## config.mk

```make
export PLATFORM = sky130hd
export DESIGN_NAME = io_regs
export DESIGN_NICKNAME = d
export VERILOG_FILES = /design/src/include/bus_macros.svh /design/src/design/bus_pkg.sv /design/src/design/io_regs.sv
export SDC_FILE = /design/constraint.sdc
export NUM_CORES = 1
export LEC_CHECK = 0
export BUFFER_PORTS_ARGS = -buffer_cell sky130_fd_sc_hd__clkbuf_2
export CAP_MARGIN = 30
export CORE_MARGIN = 2
export CORE_UTILIZATION = 45
export CTS_CLUSTER_SIZE = 30
export DETAILED_ROUTE_END_ITERATION = 7
export PLACE_DENSITY = 0.79
export REMOVE_ABC_BUFFERS = 1
export SYNTH_ARGS = -nofsm -noshare
export SYNTH_HDL_FRONTEND = slang
export SYNTH_SLANG_ARGS = --single-unit
```

## constraint.sdc

```tcl
create_clock -name clock_50 -period 3.65 [get_ports clock_50]
set_clock_uncertainty 0.15 [all_clocks]
set_input_delay 0 -clock clock_50 [delete_from_list [all_inputs] [get_ports clock_50]]
set_output_delay 0 -clock clock_50 [all_outputs]
set_load 0.02 [all_outputs]
```

## src/include/bus_macros.svh

```systemverilog
`ifndef BUS_MACROS_SVH
`define BUS_MACROS_SVH

// address map of the system bus
// regions are told apart by address bits 31 to 16 only
`define REGION_SHIFT 16

// exception vectors, 32 words
`define VECT_BASE 32'h0000_0000
`define VECT_WORDS_LOG2 5

// scratch RAM, 1024 words
`define SCRATCH_BASE 32'h0001_0000
`define SCRATCH_WORDS_LOG2 10

// I/O register block with four registers:
//   0 leds, 1 switches, 2 fault count, 3 last fault address
`define IO_BASE 32'h0002_0000

`endif

```

## src/design/bus_pkg.sv

```systemverilog
`default_nettype none

package bus_pkg;

  typedef logic [31:0] addr_t;
  typedef logic [31:0] data_t;
  // bit n enables data byte n
  typedef logic [3:0] be_t;

  typedef struct packed {
    addr_t addr;
    data_t wdata;
    be_t   be;
    logic  read;
    logic  write;
  } bus_req_t;

  typedef struct packed {
    data_t rdata;
    logic  fault;
  } bus_rsp_t;

  typedef enum logic [2:0] {
    chip_none,
    chip_vectors,
    chip_scratch,
    chip_io,
    chip_unmapped
  } chip_t;

  typedef enum logic [1:0] {
    st_idle,
    st_access,
    st_respond
  } mmu_state_t;

endpackage

`default_nettype wire

```

## src/design/io_regs.sv

```systemverilog
`default_nettype none

module io_regs (
  input  wire                 clock_50,
  input  wire                 rst_n,
  input  wire                 read,
  input  wire                 write,
  input  wire bus_pkg::addr_t word_addr,
  input  wire bus_pkg::data_t wdata,
  input  wire bus_pkg::be_t   be,
  output bus_pkg::data_t      rdata,
  input  wire [15:0]          switches,
  output logic [15:0]         leds,
  input  wire                 fault_strobe,
  input  wire bus_pkg::addr_t fault_addr
);

  bus_pkg::data_t fault_count;
  bus_pkg::addr_t last_fault;
  logic [1:0]     sel;

  // four registers, the rest of the region aliases
  assign sel = word_addr[1:0];

  always_ff @(posedge clock_50) begin
    if (!rst_n) begin
      leds        <= '0;
      fault_count <= '0;
      last_fault  <= '0;
    end else begin
      // leds only span the two low bytes
      if (write && sel == 2'd0) begin
        for (int i = 0; i < 2; i++) begin
          if (be[i])
            leds[8*i +: 8] <= wdata[8*i +: 8];
        end
      end
      // any write to the count clears it
      if (write && sel == 2'd2)
        fault_count <= '0;
      else if (fault_strobe)
        fault_count <= fault_count + 1'b1;
      if (fault_strobe)
        last_fault <= fault_addr;
    end
  end

  always_ff @(posedge clock_50) begin
    if (read) begin
      case (sel)
        2'd0:    rdata <= {16'h0000, leds};
        2'd1:    rdata <= {16'h0000, switches};
        2'd2:    rdata <= fault_count;
        default: rdata <= last_fault;
      endcase
    end
  end

endmodule

`default_nettype wire

```

# After elaboration in Yosys (flattened, before gate mapping)
# Cells that the tools add are included.
[word_totals]
ff_bits = 112
inputBits = 121
output_inout_bits = 48
elab_cells = 16
[classes]
n_addsub = 1
n_eq_ne = 2
muxes = 1
n_bitwise = 1
n_reduce_logical = 6
[op_table]
columns = ["operator", "n"]
rows = [
  ["32-bit one-hot mux with 3 select lines", 1],
  ["32-bit by 1-bit adder with 32-bit output, second input constant", 1],
  ["2-bit AND reduction", 2],
  ["2-bit by 1-bit == test with 1-bit output, second input constant", 1],
  ["2-bit == test, second input constant", 1],
  ["1-bit logical AND", 2],
  ["2-bit zero test", 1],
  ["2-bit OR reduction", 1],
  ["1-bit NOT", 1],
]

# Depth between registers and ports, before layout
[depth]
word_depth = 3
ltp_mapped = 7
depth_no_buf = 5

# Least setup slack after synthesis
# Ideal clock, no wire load.
[synth_path]
kind = "register to register"
start = "reg fault_count[8]"
end = "reg fault_count[19]"
setup_ps = 70
arrival_ps = 1923
required_time_ps = 3430
path_slack_ps = 1507
stages_incl_launch_ff = 7
path_buffers = 2
synth_period_minus_slack_ps = 2143
cell_sequence = "dfxtp_1 nand4_2 or4_1 buf_2 buf_6 or4_1 a21oi_1"
[synth_between]
elab_chain_cells = 1
[synth_rtl]
columns = ["element", "line_no", "text"]
rows = [
  ["start: declaration", "io_regs.sv:18", "bus_pkg::data_t fault_count;"],
  ["start signal: assignment", "io_regs.sv:42", "fault_count <= fault_count + 1'b1;"],
  ["32-bit by 1-bit adder with 32-bit output", "io_regs.sv:42", ""],
]
# No other way between the ends.
# A chain may end at the register's enable or synchronous reset.

# Final worst setup path
[layout_path]
start = "reg fault_count[0]"
end = "reg fault_count[28]"
# Same word-level chain as after synthesis.

==> qor.txt <==
Setup TNS = 0 ps
Final setup fails = 0
Pin count of the biggest net entering global routing = 51
Nets = 721
Post-route clock period utilization = 78.9%
Switch Pwr = 0.595 mW
RSZ-0062 raised after global routing = false
VDD IR max = 0.183 mV
Power Density = 379 mW/mm^2
Internal power = 1.85 mW
Arr. time, crit path = 3060 ps
DR pass1 iterations = 5
Clk Latency, worst-skew pair = 380 ps
Leak = 2.61 nW
Status = completed
Post-CTS sizing = 0
Multi-input logic area = 0.00215 mm^2
CTS sink count = 112
Worst slew margin = 39.6%
Top-area cell type share of the netlist area = 33.1%
Starting Density = 46.7%
Port bufs = 120
Number of synthesized flops with an enable pin = 32
Worst EP required = 3830 ps
CTS buffer count = 9
Final Max Tran Viols = 0
N_diodes = 0
DR vias = 3903
Crit Path Max Fanout = 15
Sequential share of the synthesized area = 52.9%
Hold buffers post-CTS = 67
CTS Root Cell = clkbuf_8
Antenna violations before repair = 0
Post-DP HPWL = 7.28 mm
Final Total Pwr = 2.44 mW
Core ar. = 0.0104 mm^2
Htree depth = 3
All-Layer GR Usage = 20.3%
Cells after Synth = 424
Kind of critical path = reg2reg
Post-synth top area cell = dfxtp_1
Worst setup EP type = flip-flop
CTS tree = yes
Initial DRC count = 154
Async SR Flop Fraction = 0%
Commonest non-fill, non-tap cell in the layout = clkbuf_2
Vias per std cell = 5.27
Seq pwr share = 55.3%
Final Hold Fails = 0
Syn avg cell area = 11.4 um^2
Die Area = 0.0116 mm^2
Cell Rows = 37
Count of cell types in the netlist = 36
Wire per inst = 15.7 um
Yosys warning count = 0
Yosys reg bits = 112
Minimum clock period = 2880 ps
Routed WL = 11.6 mm
Register area = 0.00256 mm^2
Share of cells above drive strength 1 = 27.3%
Placer Congestion = 0.744
Min-delay worst type = in2reg
Peak Freq = 347 MHz
Final ANT Viol Nets = 0
Global route overflow = 0
Synth Flop Type = dfxtp_1
Post-CTS Setup Bufs = 0
DR DRC count = 0
Synth Cell Area = 0.00484 mm^2
Area Growth Syn to Fin = 32.7%
Die Width = 108 um
Fraction of power spent switching nets = 24.4%
Most frequent cells in the layout = clkbuf_2 (120), dfxtp_1 (80), dlygate4sd3_1 (67), mux2i_1 (66), nor2_1 (61)
Ranking of synthesized cells by area = dfxtp_1 (33%), edfxtp_1 (20%), mux2i_1 (14%), mux4_2 (7.0%), nor2_1 (4.7%)
Type of origin of the critical path = flip-flop
Boundary Pins = 169
Global-route wire length before repair = 18.4 mm
Clock-pin slew on the worst setup and hold paths = 110 ps
MaxCap Viol Count = 0
Number of global-route vias before repair = 3828
Combinational cell fraction of total power = 12.1%
Fillcell total = 821
Slew at the pin with the worst max-slew slack = 906 ps
Fin Hold WS = 63.8 ps
Clock share of power = 32.7%
Die Height = 108 um
Clock Tree Buf Depth = 2
[stage by stage]
step	util [%]	cell area, um^2	setup slack, ps	std cells
2_1_floorplan	-	4710	1490	395
3_3_place_gp	53.3	5530	1250	656
3_5_place_dp	53.5	5540	1200	657
4_1_cts	62.0	6430	782	740
5_1_grt	62.0	6430	546	740
6_report	62.0	6430	770	740
[flip-flops by register name, summed over array words and instances (netlist names)]
signal and count:
fault_count 32, last_fault 32, leds 16, rdata 32
[metal layers]
layer | GRT usage, % | wire (um) | share of wire (%)
met5 | 0 | 0 | 0
met4 | 6.32 | 144 | 1.2
met3 | 3.81 | 639 | 5.5
met2 | 34.9 | 5630 | 48
met1 | 25.7 | 5220 | 45
[final timing paths]
kind,startpoint,to,slack [ps],depth (start not counted)
max,fault_count[0]$_SDFFE_PP0P_,fault_count[28]$_SDFFE_PP0P_,770,6
min,fault_strobe,fault_count[25]$_SDFFE_PP0P_,60,4
max reg2reg,fault_count[0]$_SDFFE_PP0P_,fault_count[28]$_SDFFE_PP0P_,770,6
min reg2reg,last_fault[2]$_SDFFE_PN0P_,last_fault[2]$_SDFFE_PN0P_,350,2
[cells in the mapped netlist (3+ instances only)]
master	count
nand4_1	9
buf_1	6
nor4_1	4
clkbuf_1	17
nor2_1	61
dfxtp_1	80
xor2_1	4
xnor2_1	7
nand4_2	3
nand3_1	9
or3_1	10
mux4_2	15
or4_1	13
o21ai_0	8
o31ai_1	11
nand2_1	13
mux2i_1	66
a21oi_1	19
edfxtp_1	32
nor2b_1	16
[cells by family (layout without fill, tap and decap cells)]
kind of cell | Yosys count | in the layout | synth area share (%)
AO/OA/AOI/OAI | 38 | 38 | 4.49
adder cells (fa/ha/maj) | 1 | 1 | 0.258
flip-flops | 112 | 112 | 52.9
buffers and inverters | 31 | 211 | 3.00
AND/OR/NAND/NOR | 149 | 149 | 16.2
multiplexers | 82 | 82 | 21.2
XOR/XNOR | 11 | 11 | 1.99
[worst max-delay path, cell delays in order (launching register included)]
cell and delay [ps]:
dfxtp_1 450, ha_1 270, nand4_1 120, or4_1 730, nor3b_1 350, mux2i_1 210, dlygate4sd3_1 550
[final cells by class]
cell class | count | area share (%)
sequential | 112 | 39.8
multi-input combinational | 281 | 33.4
timing repair buffer | 193 | 20.6
tap | 136 | 2.65
clock buffer | 10 | 2.32
clock inverter | 6 | 1.07
inverter | 2 | 0.117
[power by group through the flow]
stage / clock (mW) / sequential, mW / combinational [mW]
floorplan: 0 / 1.40 / 0.0880
global placement: 0 / 1.37 / 0.229
detailed placement: 0 / 1.38 / 0.238
CTS: 0.808 / 1.35 / 0.293
global route: 0.857 / 1.35 / 0.318
finish: 0.797 / 1.35 / 0.295
(Power assumes the default switching activity.)
