<file path="src/include/bus_macros.svh">
`ifndef BUS_MACROS_SVH
`define BUS_MACROS_SVH

// address map of the system bus
// regions are told apart by address bits 31 to 16 only
`define REGION_SHIFT 16

// exception vectors, 32 words
`define VECT_BASE 32'h0000_0000
`define VECT_WORDS_LOG2 5

// scratch RAM, 1024 words
`define SCRATCH_BASE 32'h0001_0000
`define SCRATCH_WORDS_LOG2 10

// I/O register block with four registers:
//   0 leds, 1 switches, 2 fault count, 3 last fault address
`define IO_BASE 32'h0002_0000

`endif

</file>
<file path="src/design/bus_pkg.sv">
`default_nettype none

package bus_pkg;

  typedef logic [31:0] addr_t;
  typedef logic [31:0] data_t;
  // bit n enables data byte n
  typedef logic [3:0] be_t;

  typedef struct packed {
    addr_t addr;
    data_t wdata;
    be_t   be;
    logic  read;
    logic  write;
  } bus_req_t;

  typedef struct packed {
    data_t rdata;
    logic  fault;
  } bus_rsp_t;

  typedef enum logic [2:0] {
    chip_none,
    chip_vectors,
    chip_scratch,
    chip_io,
    chip_unmapped
  } chip_t;

  typedef enum logic [1:0] {
    st_idle,
    st_access,
    st_respond
  } mmu_state_t;

endpackage

`default_nettype wire

</file>
<file path="src/design/mmu.sv">
`default_nettype none

`include "bus_macros.svh"

module mmu (
  input  wire                 clock_50,
  input  wire                 rst_n,
  input  wire bus_pkg::bus_req_t bus_req,
  input  wire                 bus_valid,
  output logic                start,
  output logic                done,
  output bus_pkg::bus_rsp_t   bus_rsp,
  output bus_pkg::addr_t      word_addr,
  output bus_pkg::data_t      wdata,
  output bus_pkg::be_t        be,
  output logic                vect_read,
  output logic                vect_write,
  output logic                scratch_read,
  output logic                scratch_write,
  output logic                io_read,
  output logic                io_write,
  input  wire bus_pkg::data_t vect_rdata,
  input  wire bus_pkg::data_t scratch_rdata,
  input  wire bus_pkg::data_t io_rdata,
  output logic                fault_strobe,
  output bus_pkg::addr_t      fault_addr
);

  bus_pkg::mmu_state_t state;
  bus_pkg::chip_t      chip_dec;
  bus_pkg::chip_t      chip_r;
  bus_pkg::addr_t      region;
  logic                access;

  assign region = bus_req.addr >> `REGION_SHIFT;

  always_comb begin
    if (region == (`VECT_BASE >> `REGION_SHIFT))
      chip_dec = bus_pkg::chip_vectors;
    else if (region == (`SCRATCH_BASE >> `REGION_SHIFT))
      chip_dec = bus_pkg::chip_scratch;
    else if (region == (`IO_BASE >> `REGION_SHIFT))
      chip_dec = bus_pkg::chip_io;
    else
      chip_dec = bus_pkg::chip_unmapped;
  end

  // idle -> access -> respond -> idle, chip latched on the way in
  always_ff @(posedge clock_50) begin
    if (!rst_n) begin
      state  <= bus_pkg::st_idle;
      chip_r <= bus_pkg::chip_none;
    end else begin
      case (state)
        bus_pkg::st_idle: begin
          if (bus_valid) begin
            state  <= bus_pkg::st_access;
            chip_r <= chip_dec;
          end
        end
        bus_pkg::st_access:
          state <= bus_pkg::st_respond;
        default: begin
          state  <= bus_pkg::st_idle;
          chip_r <= bus_pkg::chip_none;
        end
      endcase
    end
  end

  assign access = (state == bus_pkg::st_access);
  assign start  = access;
  assign done   = (state == bus_pkg::st_respond);

  assign word_addr = {2'b00, bus_req.addr[31:2]};
  assign wdata     = bus_req.wdata;
  assign be        = bus_req.be;

  assign vect_read     = access && chip_r == bus_pkg::chip_vectors && bus_req.read;
  assign vect_write    = access && chip_r == bus_pkg::chip_vectors && bus_req.write;
  assign scratch_read  = access && chip_r == bus_pkg::chip_scratch && bus_req.read;
  assign scratch_write = access && chip_r == bus_pkg::chip_scratch && bus_req.write;
  assign io_read       = access && chip_r == bus_pkg::chip_io && bus_req.read;
  assign io_write      = access && chip_r == bus_pkg::chip_io && bus_req.write;

  // unmapped access gets no strobe, only a note in the fault log
  assign fault_strobe = access && chip_r == bus_pkg::chip_unmapped;
  assign fault_addr   = bus_req.addr;

  always_comb begin
    case (chip_r)
      bus_pkg::chip_vectors: bus_rsp.rdata = vect_rdata;
      bus_pkg::chip_scratch: bus_rsp.rdata = scratch_rdata;
      bus_pkg::chip_io:      bus_rsp.rdata = io_rdata;
      default:               bus_rsp.rdata = '0;
    endcase
    bus_rsp.fault = done && chip_r == bus_pkg::chip_unmapped;
  end

  a_one_strobe : assert property (@(posedge clock_50) disable iff (!rst_n)
    $onehot0({vect_read, vect_write, scratch_read, scratch_write, io_read, io_write}))
    else $error("more than one slave strobe active");

  // the arbiter must still hold the transfer from start through done
  a_done_after_start : assert property (@(posedge clock_50) disable iff (!rst_n)
    start |-> bus_valid ##1 (done && bus_valid))
    else $error("done did not follow start within the granted transfer");

endmodule

`default_nettype wire

</file>
<file path="config.mk">
export PLATFORM = sky130hd
export DESIGN_NAME = mmu
export DESIGN_NICKNAME = d
export VERILOG_FILES = /design/src/design/bus_pkg.sv /design/src/design/mmu.sv
export VERILOG_INCLUDE_DIRS = /design/src /design/src/include
export SDC_FILE = /design/constraint.sdc
export NUM_CORES = 1
export LEC_CHECK = 0
export BUFFER_PORTS_ARGS = -buffer_cell sky130_fd_sc_hd__buf_2
export CAP_MARGIN = 20
export CORE_AREA = 2 2 122 124
export CTS_BUF_LIST = sky130_fd_sc_hd__clkbuf_8
export CTS_CLUSTER_DIAMETER = 150
export DETAILED_ROUTE_END_ITERATION = 8
export DIE_AREA = 0 0 124 126
export GPL_TIMING_DRIVEN = 0
export SYNTH_ARGS = -nofsm -noshare
export SYNTH_HDL_FRONTEND = slang
export SYNTH_SLANG_ARGS = --single-unit
</file>
<file path="constraint.sdc">
create_clock -name clock_50 -period 3.5 [get_ports clock_50]
set_input_delay 0.175 -clock clock_50 [delete_from_list [all_inputs] [get_ports clock_50]]
set_output_delay 0.175 -clock clock_50 [all_outputs]
set_load 0.03 [all_outputs]
</file>
* Word-level counts from Yosys, hierarchy flattened
Index checks and enable logic that the tools add are counted.
** Word-level totals
- Register bits :: 5
- Input bits :: 169
- Output and inout port bits :: 142
** Operators by class
- Equal/unequal tests :: 9
- Mux-type cells :: 8
- Bitwise logic cells :: 1
- Reduce and logical (&&, ||, !) cells :: 14
** Operators by type and width (number)
- 32-bit one-hot mux with 3 select lines :: 1
- 32-bit logical NOT :: 1
- 16-bit by 1-bit == test with 1-bit output, second input constant :: 1
- 16-bit by 2-bit == test with 1-bit output, second input constant :: 1
- 3-bit two-way mux :: 4
- 1-bit logical AND :: 11
- 3-bit by 2-bit == test with 1-bit output, second input constant :: 2
- 3-bit one-hot mux with 2 select lines :: 1
- 2-bit one-hot mux with 2 select lines :: 1
- 3-bit by 1-bit == test with 1-bit output, second input constant :: 1
- 3-bit == test, second input constant :: 1
- 2-bit by 1-bit == test with 1-bit output, second input constant :: 1
- 2-bit == test, second input constant :: 1
- 2-bit logical NOT :: 1
- 2-bit two-way mux :: 1
- 2-bit inequality test, second input constant :: 1
- 2-bit AND reduction :: 1
- 1-bit inverter :: 1

* Depth between registers and ports, before layout
- Depth after elaboration :: 6
- Depth in mapped cells :: 6
- Mapped depth without buffers :: 3

* Worst setup path after synthesis
No wires, ideal clock.
- Path kind :: reg-to-output
- Start :: register chip_r[0]
- End :: output fault_strobe
- Data arrival time :: 1360 ps
- Required time :: 3325 ps
- Path slack :: 1965 ps
- Cell stages (with the launch flop) :: 5
- Buffers on the path :: 2
- Path through :: dfxtp_1 buf_6 buf_6 or3b_1 nor2_1
** Between the ends
- Longest elaborated chain between the ends :: 2
** RTL lines
- start, declared :: line mmu.sv:31 : bus_pkg::chip_t chip_r;
- start signal, assigned :: line mmu.sv:52 : chip_r <= bus_pkg::chip_none;
- start signal, assigned :: line mmu.sv:58 : chip_r <= chip_dec;
- start signal, assigned :: line mmu.sv:65 : chip_r <= bus_pkg::chip_none;
- 3-bit == test :: line mmu.sv:87 : assign fault_strobe = access && chip_r == bus_pkg::chip_unmapped;
- 1-bit logical AND :: line mmu.sv:87
- end, declared :: line mmu.sv:25 : output logic fault_strobe,
Every way passes these cells.

==> run metrics <==
Sw Ratio=between 40 and 50%; hold endpoint=state[1]$_SDFFE_PN0N_; Power Density=157 nW/um^2; Filler Cell Count=between 1500 and 2000; ANT cells=0; Resized cells post-CTS=0; Avg WL per Cell=11.4 um; post-route core utilization=roughly a quarter; Crit path depth=5; cell-internal power=approximately 0.32 mW; synthesized flop and latch total=5; setup TNS=0 ns; gr usage total=8.82%; final setup skew=a little over 0.008 ns; first-pass GRT wire length=10900 um; top cell type's share of synthesized area=38.3%; Via Count=2562; Hold Path Class=input pin to register; Antenna Nets Post-Route=0; Final Max Tran Viols=0; DRT Pass-1 Iters=4; post-synthesis async set-or-reset flop share=0%; most used cell, CP=buf_2; slowest cell delay on critical path=approximately 0.5 ns; largest cells by area after synthesis=buf_4 (38%), mux2_4 (19%), a22oi_1 (10%); VDD IR max=around 0.15 mV; crit path time final=~1.9 ns; Startpoint Class=register; number of enable flip-flop cells after synthesis=0; Crit Path Class=register to primary output; crit share post-route=between 50% and 60%; Main synth FF type=dfxtp_1; Post-CTS Hold Buffers=0; Crit Path Max Fanout=10; 1st-iter DRT viols=50; nature of the critical path endpoint=primary output; Root Buffer=clkbuf_8; Leak=2.10 nW; vias in the first global route=2285; NetSw=0.244 mW; Placer Congestion=0.799; Yosys Warn Count=0; # DRC=0; Avg Inst Size Synth=7.95 um^2; Rows=44; final-report setup violation count=0; Seq pwr share=10.9%; outcome=completed; Final Net Count=685; Area after DPL=3530 um^2; Area Overhead vs Synth=77.3%; Die Wd=124 um; Clock Sinks=5; Critical Path RT=3.32 ns; FF-to-FF End=chip_r[1]$_SDFFE_PN0P_; post-synthesis cell count=254; Synth cell types=28; register area share after synthesis=4.96%; clk slew on worst S/H paths=0.04 ns; Clock Power Share=19.3%; H-tree depth=1; hold path start=rst_n; DR vias/cell=3.67; fraction of layout cells with a size suffix above 1=79.0%; worst r2r src=chip_r[1]$_SDFFE_PN0P_; design area=between 3000 and 4000 um^2; Starting Density=14.1%; I/O pins=311; port buffer count=256; max_cap viols=0; f_max=~540 MHz; initial antenna violation count=0; CTS tree=built; core area=14300 um^2; final wirelength=7950 um; Final Hold Fails=0; Clock Latency Late Sink=0.23 ns; CP Cell Sequence=buf_2, buf_1, a22oi_1, nor2_1, buf_2; Hold Crit Depth=2; Worst path slowest cell=buf_1; Num CTS Buffers=3; Setup Buffers After CTS=0; max_slew headroom=60.6%; cell area after synthesis=2020 um^2; combinational share of power=69.9%; Top delay family on crit path=buffers and inverters; largest net degree at the start of global routing=11; Least-Margin Pin Slew=0.591 ns; R2R Setup Slk=approximately 2.2 ns; Power Total=~0.56 mW; CP Buf/Inv Count=3; worst-case clock buffer depth=2; post-DP HPWL=6800 um; die span in y=126 um; Overflow after GRT=0; RSZ-0062 raised after global routing=no; Die ar.=~16000 um^2; r2r worst-path depth=4; WP data arrival=1.68 ns; leading area contributor after synthesis=buf_4
## routing by layer
layer | track usage [%] | vias up | routed length (um)
met2 | 17.5 | 162 | 4190
met5 | 0 | - | 0
met3 | 1.18 | 4 | 729
met4 | 1.32 | 0 | 32
li1 | - | 1290 | -
met1 | 9.92 | 1106 | 2990
## cell usage in the layout, fill, tap and decap left out, types with 2 or more instances in the layout
cell / count
nor2_1: 37
and3_1: 5
clkbuf_1: 5
buf_2: 259
a22oi_2: 5
buf_6: 4
inv_1: 4
dfxtp_1: 5
o31ai_1: 2
mux2_2: 7
conb_1: 2
mux2_4: 25
nand2b_1: 3
and2_1: 2
nand3_1: 2
buf_4: 103
a22oi_1: 27
nor2b_1: 3
clkbuf_8: 3
nor4_1: 3
## worst max path at each step
stage                      startpoint            to
6_report       chip_r[1]$_SDFFE_PN0P_   bus_rsp[13]
5_1_grt        chip_r[1]$_SDFFE_PN0P_   bus_rsp[13]
4_1_cts        chip_r[1]$_SDFFE_PN0P_   bus_rsp[13]
3_5_place_dp   chip_r[1]$_SDFFE_PN0P_   bus_rsp[13]
3_3_place_gp   chip_r[2]$_SDFFE_PN0P_    bus_rsp[4]
2_1_floorplan  chip_r[0]$_SDFFE_PN0P_  fault_strobe
## layout make-up
type | count | area [um^2] | share of cell area [%]
multi-input cells | 131 | 1050 | 29.5
inverters | 3 | 11.3 | 0.315
clock inverters | 1 | 3.75 | 0.105
flip-flops and latches | 5 | 100 | 2.80
repair buffers | 256 | 1280 | 35.8
well taps | 184 | 230 | 6.43
clock buffers | 3 | 41.3 | 1.15
plain buffers | 116 | 856 | 23.9
## sequential cells by signal, indices dropped and copies added (netlist names)
name    count
chip_r      3
state       2
## cells by family after synthesis
kind of cell    count (synthesis)  share of synthesized area, %
compound gates                 36                          14.9
xor+xnor                        1                         0.434
flops                           5                          4.96
simple gates                   60                          14.0
buf+inv                       119                          43.0
mux                            32                          22.5
other cells                     1                         0.186
## per-stage QoR
stage	std cells	hold slack, ns	setup WS [ns]
floorplan	255	0.277	1.97
global placement	695	0.429	1.79
detailed placement	695	0.432	1.79
CTS	699	0.195	1.55
global route	699	0.207	1.44
finish	699	0.197	1.64
## power by group through the flow
stage | clock [mW] | combinational [mW] | sequential (mW)
2_1_floorplan | 0 | 0.265 | 0.0616
3_3_place_gp | 0 | 0.396 | 0.0620
3_5_place_dp | 0 | 0.397 | 0.0620
4_1_cts | 0.110 | 0.398 | 0.0613
5_1_grt | 0.117 | 0.422 | 0.0616
6_report | 0.108 | 0.394 | 0.0613
## cells in the mapped netlist, types with 2 or more instances
library cell	number
dfxtp_1	5
inv_1	3
o31ai_1	2
a22oi_2	5
and3_1	5
buf_4	103
clkbuf_1	5
buf_6	4
a22oi_1	27
nor4_1	3
nor2_1	37
mux2_4	25
nand2b_1	3
and2_1	2
mux2_2	7
nand3_1	2
nor2b_1	3
buf_2	3
Note: power is estimated with default switching activity, not from simulation.
