`src/include/bus_macros.svh`:
```
`ifndef BUS_MACROS_SVH
`define BUS_MACROS_SVH

// address map of the system bus
// regions are told apart by address bits 31 to 16 only
`define REGION_SHIFT 16

// exception vectors, 32 words
`define VECT_BASE 32'h0000_0000
`define VECT_WORDS_LOG2 5

// scratch RAM, 1024 words
`define SCRATCH_BASE 32'h0001_0000
`define SCRATCH_WORDS_LOG2 10

// I/O register block with four registers:
//   0 leds, 1 switches, 2 fault count, 3 last fault address
`define IO_BASE 32'h0002_0000

`endif

```
`src/design/bus_pkg.sv`:
```
`default_nettype none

package bus_pkg;

  typedef logic [31:0] addr_t;
  typedef logic [31:0] data_t;
  // bit n enables data byte n
  typedef logic [3:0] be_t;

  typedef struct packed {
    addr_t addr;
    data_t wdata;
    be_t   be;
    logic  read;
    logic  write;
  } bus_req_t;

  typedef struct packed {
    data_t rdata;
    logic  fault;
  } bus_rsp_t;

  typedef enum logic [2:0] {
    chip_none,
    chip_vectors,
    chip_scratch,
    chip_io,
    chip_unmapped
  } chip_t;

  typedef enum logic [1:0] {
    st_idle,
    st_access,
    st_respond
  } mmu_state_t;

endpackage

`default_nettype wire

```
`src/design/bus_arbiter.sv`:
```
`default_nettype none

module bus_arbiter (
  input  wire                 clock_50,
  input  wire                 rst_n,
  input  wire bus_pkg::bus_req_t cpu_req,
  input  wire bus_pkg::bus_req_t dbg_req,
  input  wire                 done,
  input  wire bus_pkg::bus_rsp_t bus_rsp,
  output bus_pkg::bus_req_t   bus_req,
  output logic                bus_valid,
  output bus_pkg::bus_rsp_t   cpu_rsp,
  output bus_pkg::bus_rsp_t   dbg_rsp,
  output logic                cpu_wait,
  output logic                dbg_wait
);

  logic cpu_pend;
  logic dbg_pend;
  logic grant_dbg;
  // which master had the bus last, for round robin
  logic last_dbg;

  assign cpu_pend = cpu_req.read | cpu_req.write;
  assign dbg_pend = dbg_req.read | dbg_req.write;

  // grant is taken only while the bus is idle and held until done
  always_ff @(posedge clock_50) begin
    if (!rst_n) begin
      bus_valid <= 1'b0;
      grant_dbg <= 1'b0;
      last_dbg  <= 1'b0;
    end else if (!bus_valid) begin
      // on contention the master not served last wins
      grant_dbg <= dbg_pend & (~cpu_pend | ~last_dbg);
      bus_valid <= cpu_pend | dbg_pend;
    end else if (done) begin
      bus_valid <= 1'b0;
      last_dbg  <= grant_dbg;
      grant_dbg <= 1'b0;
    end
  end

  assign bus_req = grant_dbg ? dbg_req : cpu_req;

  // response only goes to the granted master
  assign cpu_rsp = (bus_valid && !grant_dbg) ? bus_rsp : '0;
  assign dbg_rsp = (bus_valid && grant_dbg) ? bus_rsp : '0;

  // wait drops only in the cycle the transfer completes
  assign cpu_wait = cpu_pend & ~(bus_valid & ~grant_dbg & done);
  assign dbg_wait = dbg_pend & ~(bus_valid & grant_dbg & done);

  // the granted request must hold still for the whole transfer
  a_req_stable : assert property (@(posedge clock_50) disable iff (!rst_n)
    bus_valid && $past(bus_valid) |-> $stable(bus_req))
    else $error("bus_req changed during a transfer");

  a_no_read_write : assert property (@(posedge clock_50) disable iff (!rst_n)
    !(cpu_req.read && cpu_req.write) && !(dbg_req.read && dbg_req.write))
    else $error("master asserted read and write together");

endmodule

`default_nettype wire

```
`config.mk`:
```
export PLATFORM = sky130hd
export DESIGN_NAME = bus_arbiter
export DESIGN_NICKNAME = d
export VERILOG_FILES = /design/src/include/bus_macros.svh /design/src/design/bus_pkg.sv /design/src/design/bus_arbiter.sv
export SDC_FILE = /design/constraint.sdc
export NUM_CORES = 1
export LEC_CHECK = 0
export ABC_CLOCK_PERIOD_IN_PS = 1810
export BUFFER_PORTS_ARGS = -buffer_cell sky130_fd_sc_hd__buf_2
export CORE_AREA = 2 2 124 126
export CTS_CLUSTER_SIZE = 40
export DETAILED_ROUTE_END_ITERATION = 8
export DIE_AREA = 0 0 126 128
export GPL_ROUTABILITY_DRIVEN = 0
export SYNTH_ARGS = -nofsm -noshare
export SYNTH_HDL_FRONTEND = slang
export SYNTH_SLANG_ARGS = --single-unit
```
`constraint.sdc`:
```
create_clock -name clock_50 -period 1.81 [get_ports clock_50]
set_input_delay 0.362 -clock clock_50 [delete_from_list [all_inputs] [get_ports clock_50]]
set_output_delay 0.362 -clock clock_50 [all_outputs]
set_load 0.005 [all_outputs]
```
* Word level (Yosys, flattened, before mapping) *
Index checks and enable logic that the tools add are counted.

word-level totals
  bits in latches = 0
  output and inout bits = 139
  bits in read-only memories = 0
  word-level logic and storage cells = 31
  register bits = 3
  bits in writable memories = 0
  bits of input ports = 176
  memories kept = 0

cells by class
  div/mod/pow operators = 0
  shift operators = 0
  bitwise operators = 16
  muxes and demuxes = 7
  $add $sub $neg = 0
  reduce and logical (&&, ||, !) cells = 4
  equal/unequal tests = 1
  $mul = 0
  magnitude comparators = 0

operator list
  cell                  count
  $mux W70              1
  $mux W33              2
  $and A1 B1 Y1         7
  $not A1 Y1            5
  $mux W1               4
  $or A1 B1 Y1          4
  $logic_and A1 B1 Y1   2
  $ne A2 B2 Y1 const B  1
  $reduce_and A2 Y1     1
  $logic_not A1 Y1      1

* Longest topological paths before layout *
Gate-level depths: netlist of run 1.

  depth in word-level cells = 5
  gate-level depth with buffers = 5
  gate-level depth less buffers = 2

* Worst setup path before layout of run 1 *
OpenSTA, ideal clock, no wires.

  kind = reg2out
  start point = reg grant_dbg
  end point = out bus_req[54] (netlist name)
  setup slack = 0.433 ns
  stages on the path, launching flop included = 5
  data required time = 1.448 ns
  buffers on the path = 3
  arrival = 1.015 ns
  path through = dfxtp_1 -> buf_6 -> buf_6 -> buf_6 -> mux2_4

RTL lines
  item                      line               text
  start: declaration        bus_arbiter.sv:20  logic grant_dbg;
  start signal: assignment  bus_arbiter.sv:35  grant_dbg <= dbg_pend & (~cpu_pend | ~last_dbg);
  end: declaration          bus_arbiter.sv:10  output bus_pkg::bus_req_t bus_req,

==> flow_summary.json, run 1 <==
{
  "outcome": "completed",
  "grt_pass1_wl_mm": 12.6,
  "std_cell_rows": 45,
  "nNetsFinal": 656,
  "peakVddDrop_mv": 0.400,
  "wl_mm": 9.38,
  "rsz0062_at_grt": "yes",
  "avgRoutedWirePerCell_um": 14.1,
  "r2r-start": "bus_valid",
  "layout_setup_ws_ps": 41.9,
  "cp-end-kind": "output pin",
  "syn_nets": 348,
  "die_x_um": 126,
  "cp_slowest_stage_delay_ps": 430,
  "viasPerCell": 3.78,
  "synthArstFlopShare_pct": 0,
  "required_ps": 1450,
  "place_ws_ps": 230,
  "drt-initial-drc-count": 86,
  "setup_viol": 0,
  "reg2reg_to": "bus_valid",
  "num_antenna_cells": 0,
  "numPortBuffers": 314,
  "worst_hold_path.endpoint": "bus_valid",
  "area_delta_synth_final_pct": 123,
  "fin_util_pct": 22.8,
  "firstDrtPassIters": 4,
  "start_util_pct": 10.2,
  "drc": 0,
  "fin_cells": 667,
  "synth_seq_cells": 3,
  "crit_type": "flop to output pin",
  "grt_start_max_net_pins": 41,
  "first_global_vias": 2324,
  "overflow": 0,
  "fin_crit_sh_pct": 97.7,
  "p_per_area_nw_per_um2": 378,
  "synth.avg_cell_area_um2": 8.85,
  "timing.hold.ws_ps": 407,
  "vias": 2523,
  "clk_latency_ps": 220,
  "ys_types": 20,
  "power_mw": 1.28,
  "cts_tree": "built",
  "hold_viol": 0,
  "relSlewSlack_pct": 76.1,
  "syn-instance-count": 172,
  "synth.area.top_cells": "mux2_2 41%, mux2_4 15%, and2_1 14%",
  "clockRootBuffer": "clkbuf_16",
  "min_period_ps": 1770,
  "whs_path_depth": 2,
  "seq_area_frac_synth_pct": 3.94,
  "maxSlewViolCount": 0,
  "cpLargestDelayFamily": "flip-flops",
  "dp_hpwl_mm": 8.19,
  "synth_edf_count": 0,
  "die-area_um2": 16100,
  "drv_cap": 0,
  "die_y_um": 128,
  "coreArea_um2": 14900,
  "fin_skew_ps": 2.19,
  "syn-cell-area_um2": 1520,
  "htree_levels": 1,
  "tightest_slew_ps": 359,
  "ios": 315,
  "crit_path_max_fanout": 32,
  "leakage_nw": 2.08,
  "crit_path_cell_trace": "buf_12 -> mux2_2 -> buf_2",
  "critPathSlowestCell": "dfxtp_4",
  "cts_made_buffers": 3,
  "clk_pin_slew_ps": 30,
  "gr-usage-all-layers_pct": 9.83,
  "r2r_slack_ps": 680,
  "worst_setup_path_start_kind": "flop",
  "crit_buf_inv": 2,
  "hp-class": "input port to flop",
  "synth_most_common_cell": "mux2_2",
  "cts.sinks": 3,
  "synth-main-ff-cell": "dfxtp_1",
  "yosys-top-cells-count": "55 x mux2_2, 33 x and2_1, 33 x and3_1",
  "ant_nets": 0,
  "yosys_warnings": 0,
  "drive_above_1_share_pct": 83.1,
  "antenna_found_initial": 0,
  "synth_top_area_share_pct": 40.7,
  "placedCellCount": 663,
  "arrival_ps": 1410,
  "synth_area_leader_cell": "mux2_2",
  "ctsLongestPathBuffers": 2,
  "min_from": "done",
  "timing.fmax_ghz": 0.566,
  "reg2regPathDepth": 3
}
registers in the layout (all words and copies together) (netlist names):
register,cells
last_dbg,1
bus_valid,1
grant_dbg,1
worst max path at each step:
stage | start | to | slack [ps] | cells after the start
2_1_floorplan | grant_dbg | bus_req[54] | 430 | 4
3_3_place_gp | grant_dbg | bus_req[10] | 250 | 3
3_5_place_dp | grant_dbg | bus_req[10] | 230 | 3
4_1_cts | grant_dbg | bus_req[36] | 10 | 3
5_1_grt | grant_dbg | bus_req[39] | -10 | 3
6_report | grant_dbg | bus_req[37] | 40 | 3
cell families after synthesis:
group	after synthesis	synth area share, %
DFF	3	3.94
and+or+nand+nor	73	30.2
buffers and inverters	20	7.48
muxes	70	55.5
AOI/OAI and AO/OA	6	2.96
final cells by class:
cell class / count / area, µm²
fillers: 1691 / 11500
repair buffers: 322 / 1660
multi-input cells: 149 / 1350
well taps: 188 / 235
clock buffers: 4 / 78.8
flip-flops and latches: 3 / 63.8
inverters: 1 / 3.75
worst register-to-register path: stages (launching register included):
cell and delay (ps):
dfxtp_1 320, buf_4 330, nor3_1 110, a221oi_1 270
repair_timing:
item                                    4_1_cts  5_1_grt
buffers inserted                              0        0
endpoints found under the setup margin        1        8
resized for setup                             1        1
gates cloned                                  0        0
hold buffers                                  0        0
power by group:
group | switching [mW] | internal (mW) | leakage [nW]
clock network | 0.0573 | 0.290 | 0.0382
registers | 0.00954 | 0.0712 | 0.0254
logic | 0.350 | 0.504 | 2.01
total | 0.417 | 0.866 | 2.08
metrics by stage:
| stage | setup TNS (ps) | area (µm²) |
|---|---|---|
| global placement | 0 | 3310 |
| finish | 0 | 3390 |
| floorplan | 0 | 1520 |
| CTS | 0 | 3390 |
| global route | -67.3 | 3390 |
| detailed placement | 0 | 3310 |
metal layers:
| layer | GRT usage [%] | share of wire, % |
|---|---|---|
| met2 | 15.9 | 47 |
| met4 | 0.711 | 0 |
| met3 | 1.46 | 7.9 |
| met1 | 14.4 | 45 |
| met5 | 0 | 0 |
layout by cell type, fill, tap and decap left out:
cell         n
inv_1        1
clkbuf_1     1
nor2b_4      1
dfxtp_1      2
a21oi_1      2
nor2b_1      1
nor3_1       1
o41ai_1      1
buf_6        1
buf_4        5
clkbuf_16    3
dfxtp_4      1
nor2_1       2
and3_1      33
o21a_1       1
a221oi_1     1
nand3_1      1
nand4b_1     1
mux2_2      54
buf_12       2
a21bo_2      1
buf_2      314
mux2_4      16
and2_1      33
Power figures use the tool's default switching activity.
==> run 2: changes to the inputs <==
- ABC_AREA: default -> 1
- CORE_AREA: 2 2 124 126 -> 2 2 122 124
- DIE_AREA: 0 0 126 128 -> 0 0 124 126
==> flow_summary.json, run 2 <==
{
  "dp_hpwl_mm": 7.52,
  "ys_types": 12,
  "synthArstFlopShare_pct": 0,
  "rsz0062_at_grt": "no",
  "area_delta_synth_final_pct": 131,
  "timing.fmax_ghz": 0.612,
  "power_mw": 1.22,
  "leakage_nw": 2.42,
  "hp-class": "input port to flop",
  "synth_top_family_by_area": "simple AND/OR/NAND/NOR gates",
  "drc": 0,
  "syn-instance-count": 357,
  "setup_viol": 0,
  "antenna_found_initial": 0,
  "post_cts_buffers": 0,
  "vias": 3144,
  "synth_most_common_cell": "nand2_1",
  "synth-main-ff-cell": "dfxtp_1",
  "fin_cells": 843,
  "fin_crit_sh_pct": 90.3,
  "crit_path_max_fanout": 37,
  "drive_above_1_share_pct": 49.3,
  "synth_top_area_share_pct": 55.4,
  "maxSlewViolCount": 0,
  "htree_levels": 1,
  "avgRoutedWirePerCell_um": 10.6,
  "layout_commonest_cell": "buf_2",
  "grt_start_max_net_pins": 75,
  "synth_seq_cells": 3,
  "crit_buf_inv": 3,
  "min_period_ps": 1630,
  "grt_pass1_wl_mm": 12.0,
  "syn-cell-area_um2": 1430,
  "firstDrtPassIters": 4,
  "outcome": "completed",
  "n_fill_cell": 1644,
  "timing.hold.ws_ps": 413,
  "synth_edf_count": 0,
  "nNetsFinal": 836,
  "start_util_pct": 9.98,
  "die-area_um2": 15600,
  "drt-initial-drc-count": 112,
  "synth_mux_area_share_pct": 0,
  "arrival_ps": 1270,
  "synth_area_leader_cell": "nand2_1",
  "clk_latency_ps": 220,
  "cp_slowest_stage_delay_ps": 330,
  "crit_type": "flop to output pin",
  "overflow": 0,
  "synth_xor_area_share_pct": 0,
  "coreArea_um2": 14300,
  "tightest_slew_ps": 354,
  "cpLargestDelayFamily": "buffers and inverters",
  "seq_area_frac_synth_pct": 4.20,
  "synth_compound_area_share_pct": 3.33,
  "drv_cap": 0,
  "required_ps": 1450,
  "std_cell_rows": 44,
  "gr-usage-all-layers_pct": 9.88,
  "synth.area.top_cells": "nand2_1 55%, nor2_1 18%, inv_1 11%",
  "cts_made_buffers": 3,
  "hold_viol": 0,
  "num_antenna_cells": 0,
  "fin_util_pct": 23.1,
  "numPortBuffers": 314,
  "r2r_slack_ps": 830,
  "final_cell_mix": "314 x buf_2, 211 x nand2_1, 68 x nor2_1",
  "peakVddDrop_mv": 0.148,
  "ant_nets": 0,
  "ctsLongestPathBuffers": 2,
  "relSlewSlack_pct": 76.4,
  "synth-simple-area-share_pct": 74.3,
  "critPathSlowestCell": "dfxtp_2",
  "crit_top_cell": "nand2_1",
  "synth.avg_cell_area_um2": 4.00,
  "clk_pin_slew_ps": 30,
  "viasPerCell": 3.73,
  "cts.sinks": 3,
  "post_cts_resized": 0,
  "p_per_area_nw_per_um2": 371,
  "final.setup.tns_ps": 0,
  "yosys_warnings": 0,
  "yosys-top-cells-count": "211 x nand2_1, 68 x nor2_1, 40 x inv_1",
  "first_global_vias": 2609,
  "postCtsHoldBufs": 0,
  "fin_skew_ps": 1.09,
  "syn_nets": 533,
  "cts_tree": "built",
  "ios": 315,
  "placedCellCount": 839,
  "reg_top3": "bus_valid (1), grant_dbg (1), last_dbg (1)",
  "wl_mm": 8.92,
  "cp-end-kind": "output pin",
  "synth_adder_area_share_pct": 0,
  "worst_setup_path_start_kind": "flop",
  "die_y_um": 126,
  "crit_path_cell_trace": "inv_2 -> buf_4 -> nand2_1 -> nand2_1 -> buf_2",
  "clockRootBuffer": "clkbuf_16",
  "die_x_um": 124
}
[run 2: routing by layer]
metal  track usage (%)  up-vias  share of wire [%]
met2              22.4      204                 56
met5                 0        -                  0
met4              1.06        0               0.29
met3              2.17        4                 11
li1                  -     1627                  -
met1              8.39     1309                 32
[run 2: layout make-up]
type	instances	area, µm²	area share [%]
Clock buffer	4	78.8	2.39
Tap cell	184	230	6.97
Sequential cell	3	61.3	1.86
Multi-Input combinational cell	291	1110	33.6
Timing Repair Buffer	320	1670	50.5
Inverter	41	154	4.66
[run 2: worst min-delay path: cells and delay by family]
family,cells,cell delay [ps]
AOI/OAI and AO/OA,1,100
buffers and inverters,2,130
[run 2: logic make-up after synthesis]
group                  Yosys count
AOI/OAI and AO/OA                9
buffers and inverters           63
DFF                              3
and+or+nand+nor                282
[run 2: per-stage QoR]
| step | worst slack, ps | instance area, µm² |
|---|---|---|
| final | 175 | 3300 |
| after global routing | 58.6 | 3300 |
| after CTS | 163 | 3300 |
| after detailed placement | 398 | 3220 |
| after global placement | 383 | 3220 |
| after floorplan | 555 | 1430 |
[run 2: path summary, 6_finish.rpt]
| path | from | endpoint | cells past startpoint |
|---|---|---|---|
| max | grant_dbg | bus_req[53] | 5 |
| min | rst_n | last_dbg | 3 |
| max reg2reg | grant_dbg | last_dbg | 3 |
| min reg2reg | last_dbg | last_dbg | 2 |
[run 2: power breakdown]
group	leakage (nW)	switching [mW]	internal (mW)
sequential	0.0251	0.00379	0.0714
combinational	2.36	0.405	0.396
clock	0.0382	0.0586	0.290
total	2.42	0.467	0.757
==> run 3: changes to the inputs <==
--- a/config.mk
+++ b/config.mk
@@ -14,4 +14,5 @@
 export DIE_AREA = 0 0 124 126
 export GPL_ROUTABILITY_DRIVEN = 0
+export PLACE_DENSITY = 0.47
 export SYNTH_ARGS = -nofsm -noshare
 export SYNTH_HDL_FRONTEND = slang
==> constraint.sdc (replaced) <==
create_clock -name clock_50 -period 1.81 [get_ports clock_50]
set_input_delay 0.362 -clock clock_50 [delete_from_list [all_inputs] [get_ports clock_50]]
set_output_delay 0.362 -clock clock_50 [all_outputs]
set_load 0.01 [all_outputs]
==> flow_summary.json, run 3 (same netlist as run 2, synthesis figures left out) <==
{
  "outcome": "completed",
  "avgRoutedWirePerCell_um": 10.5,
  "antenna_found_initial": 1,
  "grtUsageMet2_pct": 20.8,
  "dp_hpwl_mm": 7.60,
  "placedCellCount": 843,
  "relSlewSlack_pct": 74.6,
  "arrival_ps": 1310,
  "timing.fmax_ghz": 0.598,
  "grtUsageMet3_pct": 2.81,
  "clk_latency_ps": 220,
  "crit_top_cell": "nand2_1",
  "gr-usage-all-layers_pct": 10.1,
  "fin_cells": 848,
  "layout_commonest_cell": "buf_2",
  "required_ps": 1450,
  "layout_setup_ws_ps": 138,
  "place_ws_ps": 299,
  "cp_slowest_stage_delay_ps": 380,
  "r2r-start": "grant_dbg",
  "cts.sinks": 3,
  "r2r_slack_ps": 710,
  "overflow": 0,
  "clockRootBuffer": "clkbuf_16",
  "die_x_um": 124,
  "min_period_ps": 1670,
  "area_delta_synth_final_pct": 131,
  "drt-initial-drc-count": 78,
  "cts_made_buffers": 3,
  "leakage_nw": 2.42,
  "cp-startpoint": "grant_dbg",
  "die-area_um2": 15600,
  "final.setup.tns_ps": 0,
  "drive_above_1_share_pct": 49.6,
  "reg_top3": "bus_valid (1), grant_dbg (1), last_dbg (1)",
  "crit_type": "flop to output pin",
  "maxSlewViolCount": 0,
  "grt_pass1_wl_mm": 12.3,
  "finalInstanceArea_um2": 3300,
  "htree_levels": 1,
  "nNetsFinal": 840,
  "viasPerCell": 3.61,
  "postCtsHoldBufs": 0,
  "cts_tree": "built",
  "ctsLongestPathBuffers": 2,
  "reg2regPathDepth": 3,
  "critPathSlowestCell": "dfxtp_2",
  "crit_path_max_fanout": 36,
  "wl_mm": 8.88,
  "coreArea_um2": 14300,
  "ant_nets": 0,
  "ios": 315,
  "cp-end-kind": "output pin",
  "die_y_um": 126,
  "std_cell_rows": 44,
  "reg2reg_to": "grant_dbg",
  "final_cell_mix": "314 x buf_2, 211 x nand2_1, 68 x nor2_1",
  "numPortBuffers": 314,
  "p_per_area_nw_per_um2": 399,
  "grt_start_max_net_pins": 37,
  "tightest_slew_ps": 381,
  "clk_pin_slew_ps": 30,
  "peakVddDrop_mv": 0.170,
  "drv_cap": 0,
  "fin_crit_sh_pct": 92.4,
  "start_util_pct": 9.98,
  "crit_path_end": "bus_req[13]",
  "vias": 3058,
  "hp-class": "input port to flop",
  "worst_setup_path_start_kind": "flop",
  "fin_skew_ps": 2.17,
  "grt.busiest_layer": "met2",
  "fin_util_pct": 23.1,
  "met1_usage_pct": 9.87,
  "power_mw": 1.32,
  "setup_viol": 0,
  "crit_path_cell_trace": "buf_4 -> nand2_1 -> nand2_1 -> buf_2",
  "timing.hold.ws_ps": 416,
  "first_global_vias": 2619,
  "firstDrtPassIters": 4,
  "drc": 0,
  "hold_viol": 0,
  "rsz0062_at_grt": "no",
  "postPlaceCellArea_um2": 3210
}
==> run 3: where the power goes <==
group / switching [mW] / internal (mW) / total [mW]
logic: 0.492 / 0.396 / 0.889
clock network: 0.0614 / 0.291 / 0.352
registers: 0.00531 / 0.0714 / 0.0767
==> run 3: worst max-delay path, delay by kind of cell (launching register included) <==
family                 cells  cell delay (ps)
DFF                        1              380
and+or+nand+nor            2              180
buffers and inverters      2              490
==> run 3: layout make-up <==
cell class / instances / area, µm²
diodes: 1 / 2.50
inverters: 41 / 154
fillers: 1674 / 11000
flip-flops and latches: 3 / 61.3
well taps: 184 / 230
repair buffers: 324 / 1660
clock buffers: 4 / 78.8
multi-input cells: 291 / 1110
==> run 3: layer usage <==
metal	up-vias	wire length, µm
met1	1224	3160
li1	1635	-
met2	197	4630
met3	2	1060
met5	-	0
met4	0	37
==> run 3: worst min path at each step <==
| stage | startpoint | depth (start not counted) | slack (ps) | to |
|---|---|---|---|---|
| global route | rst_n | 3 | 450 | grant_dbg |
| CTS | rst_n | 3 | 420 | grant_dbg |
| detailed placement | last_dbg | 2 | 460 | last_dbg |
| global placement | last_dbg | 2 | 460 | last_dbg |
| floorplan | last_dbg | 2 | 430 | last_dbg |
| finish | rst_n | 3 | 420 | last_dbg |
==> run 3: repair_timing <==
item,4_1_cts,5_1_grt
gates resized for setup,0,1
endpoints found under the setup margin,0,1
setup buffers,0,0
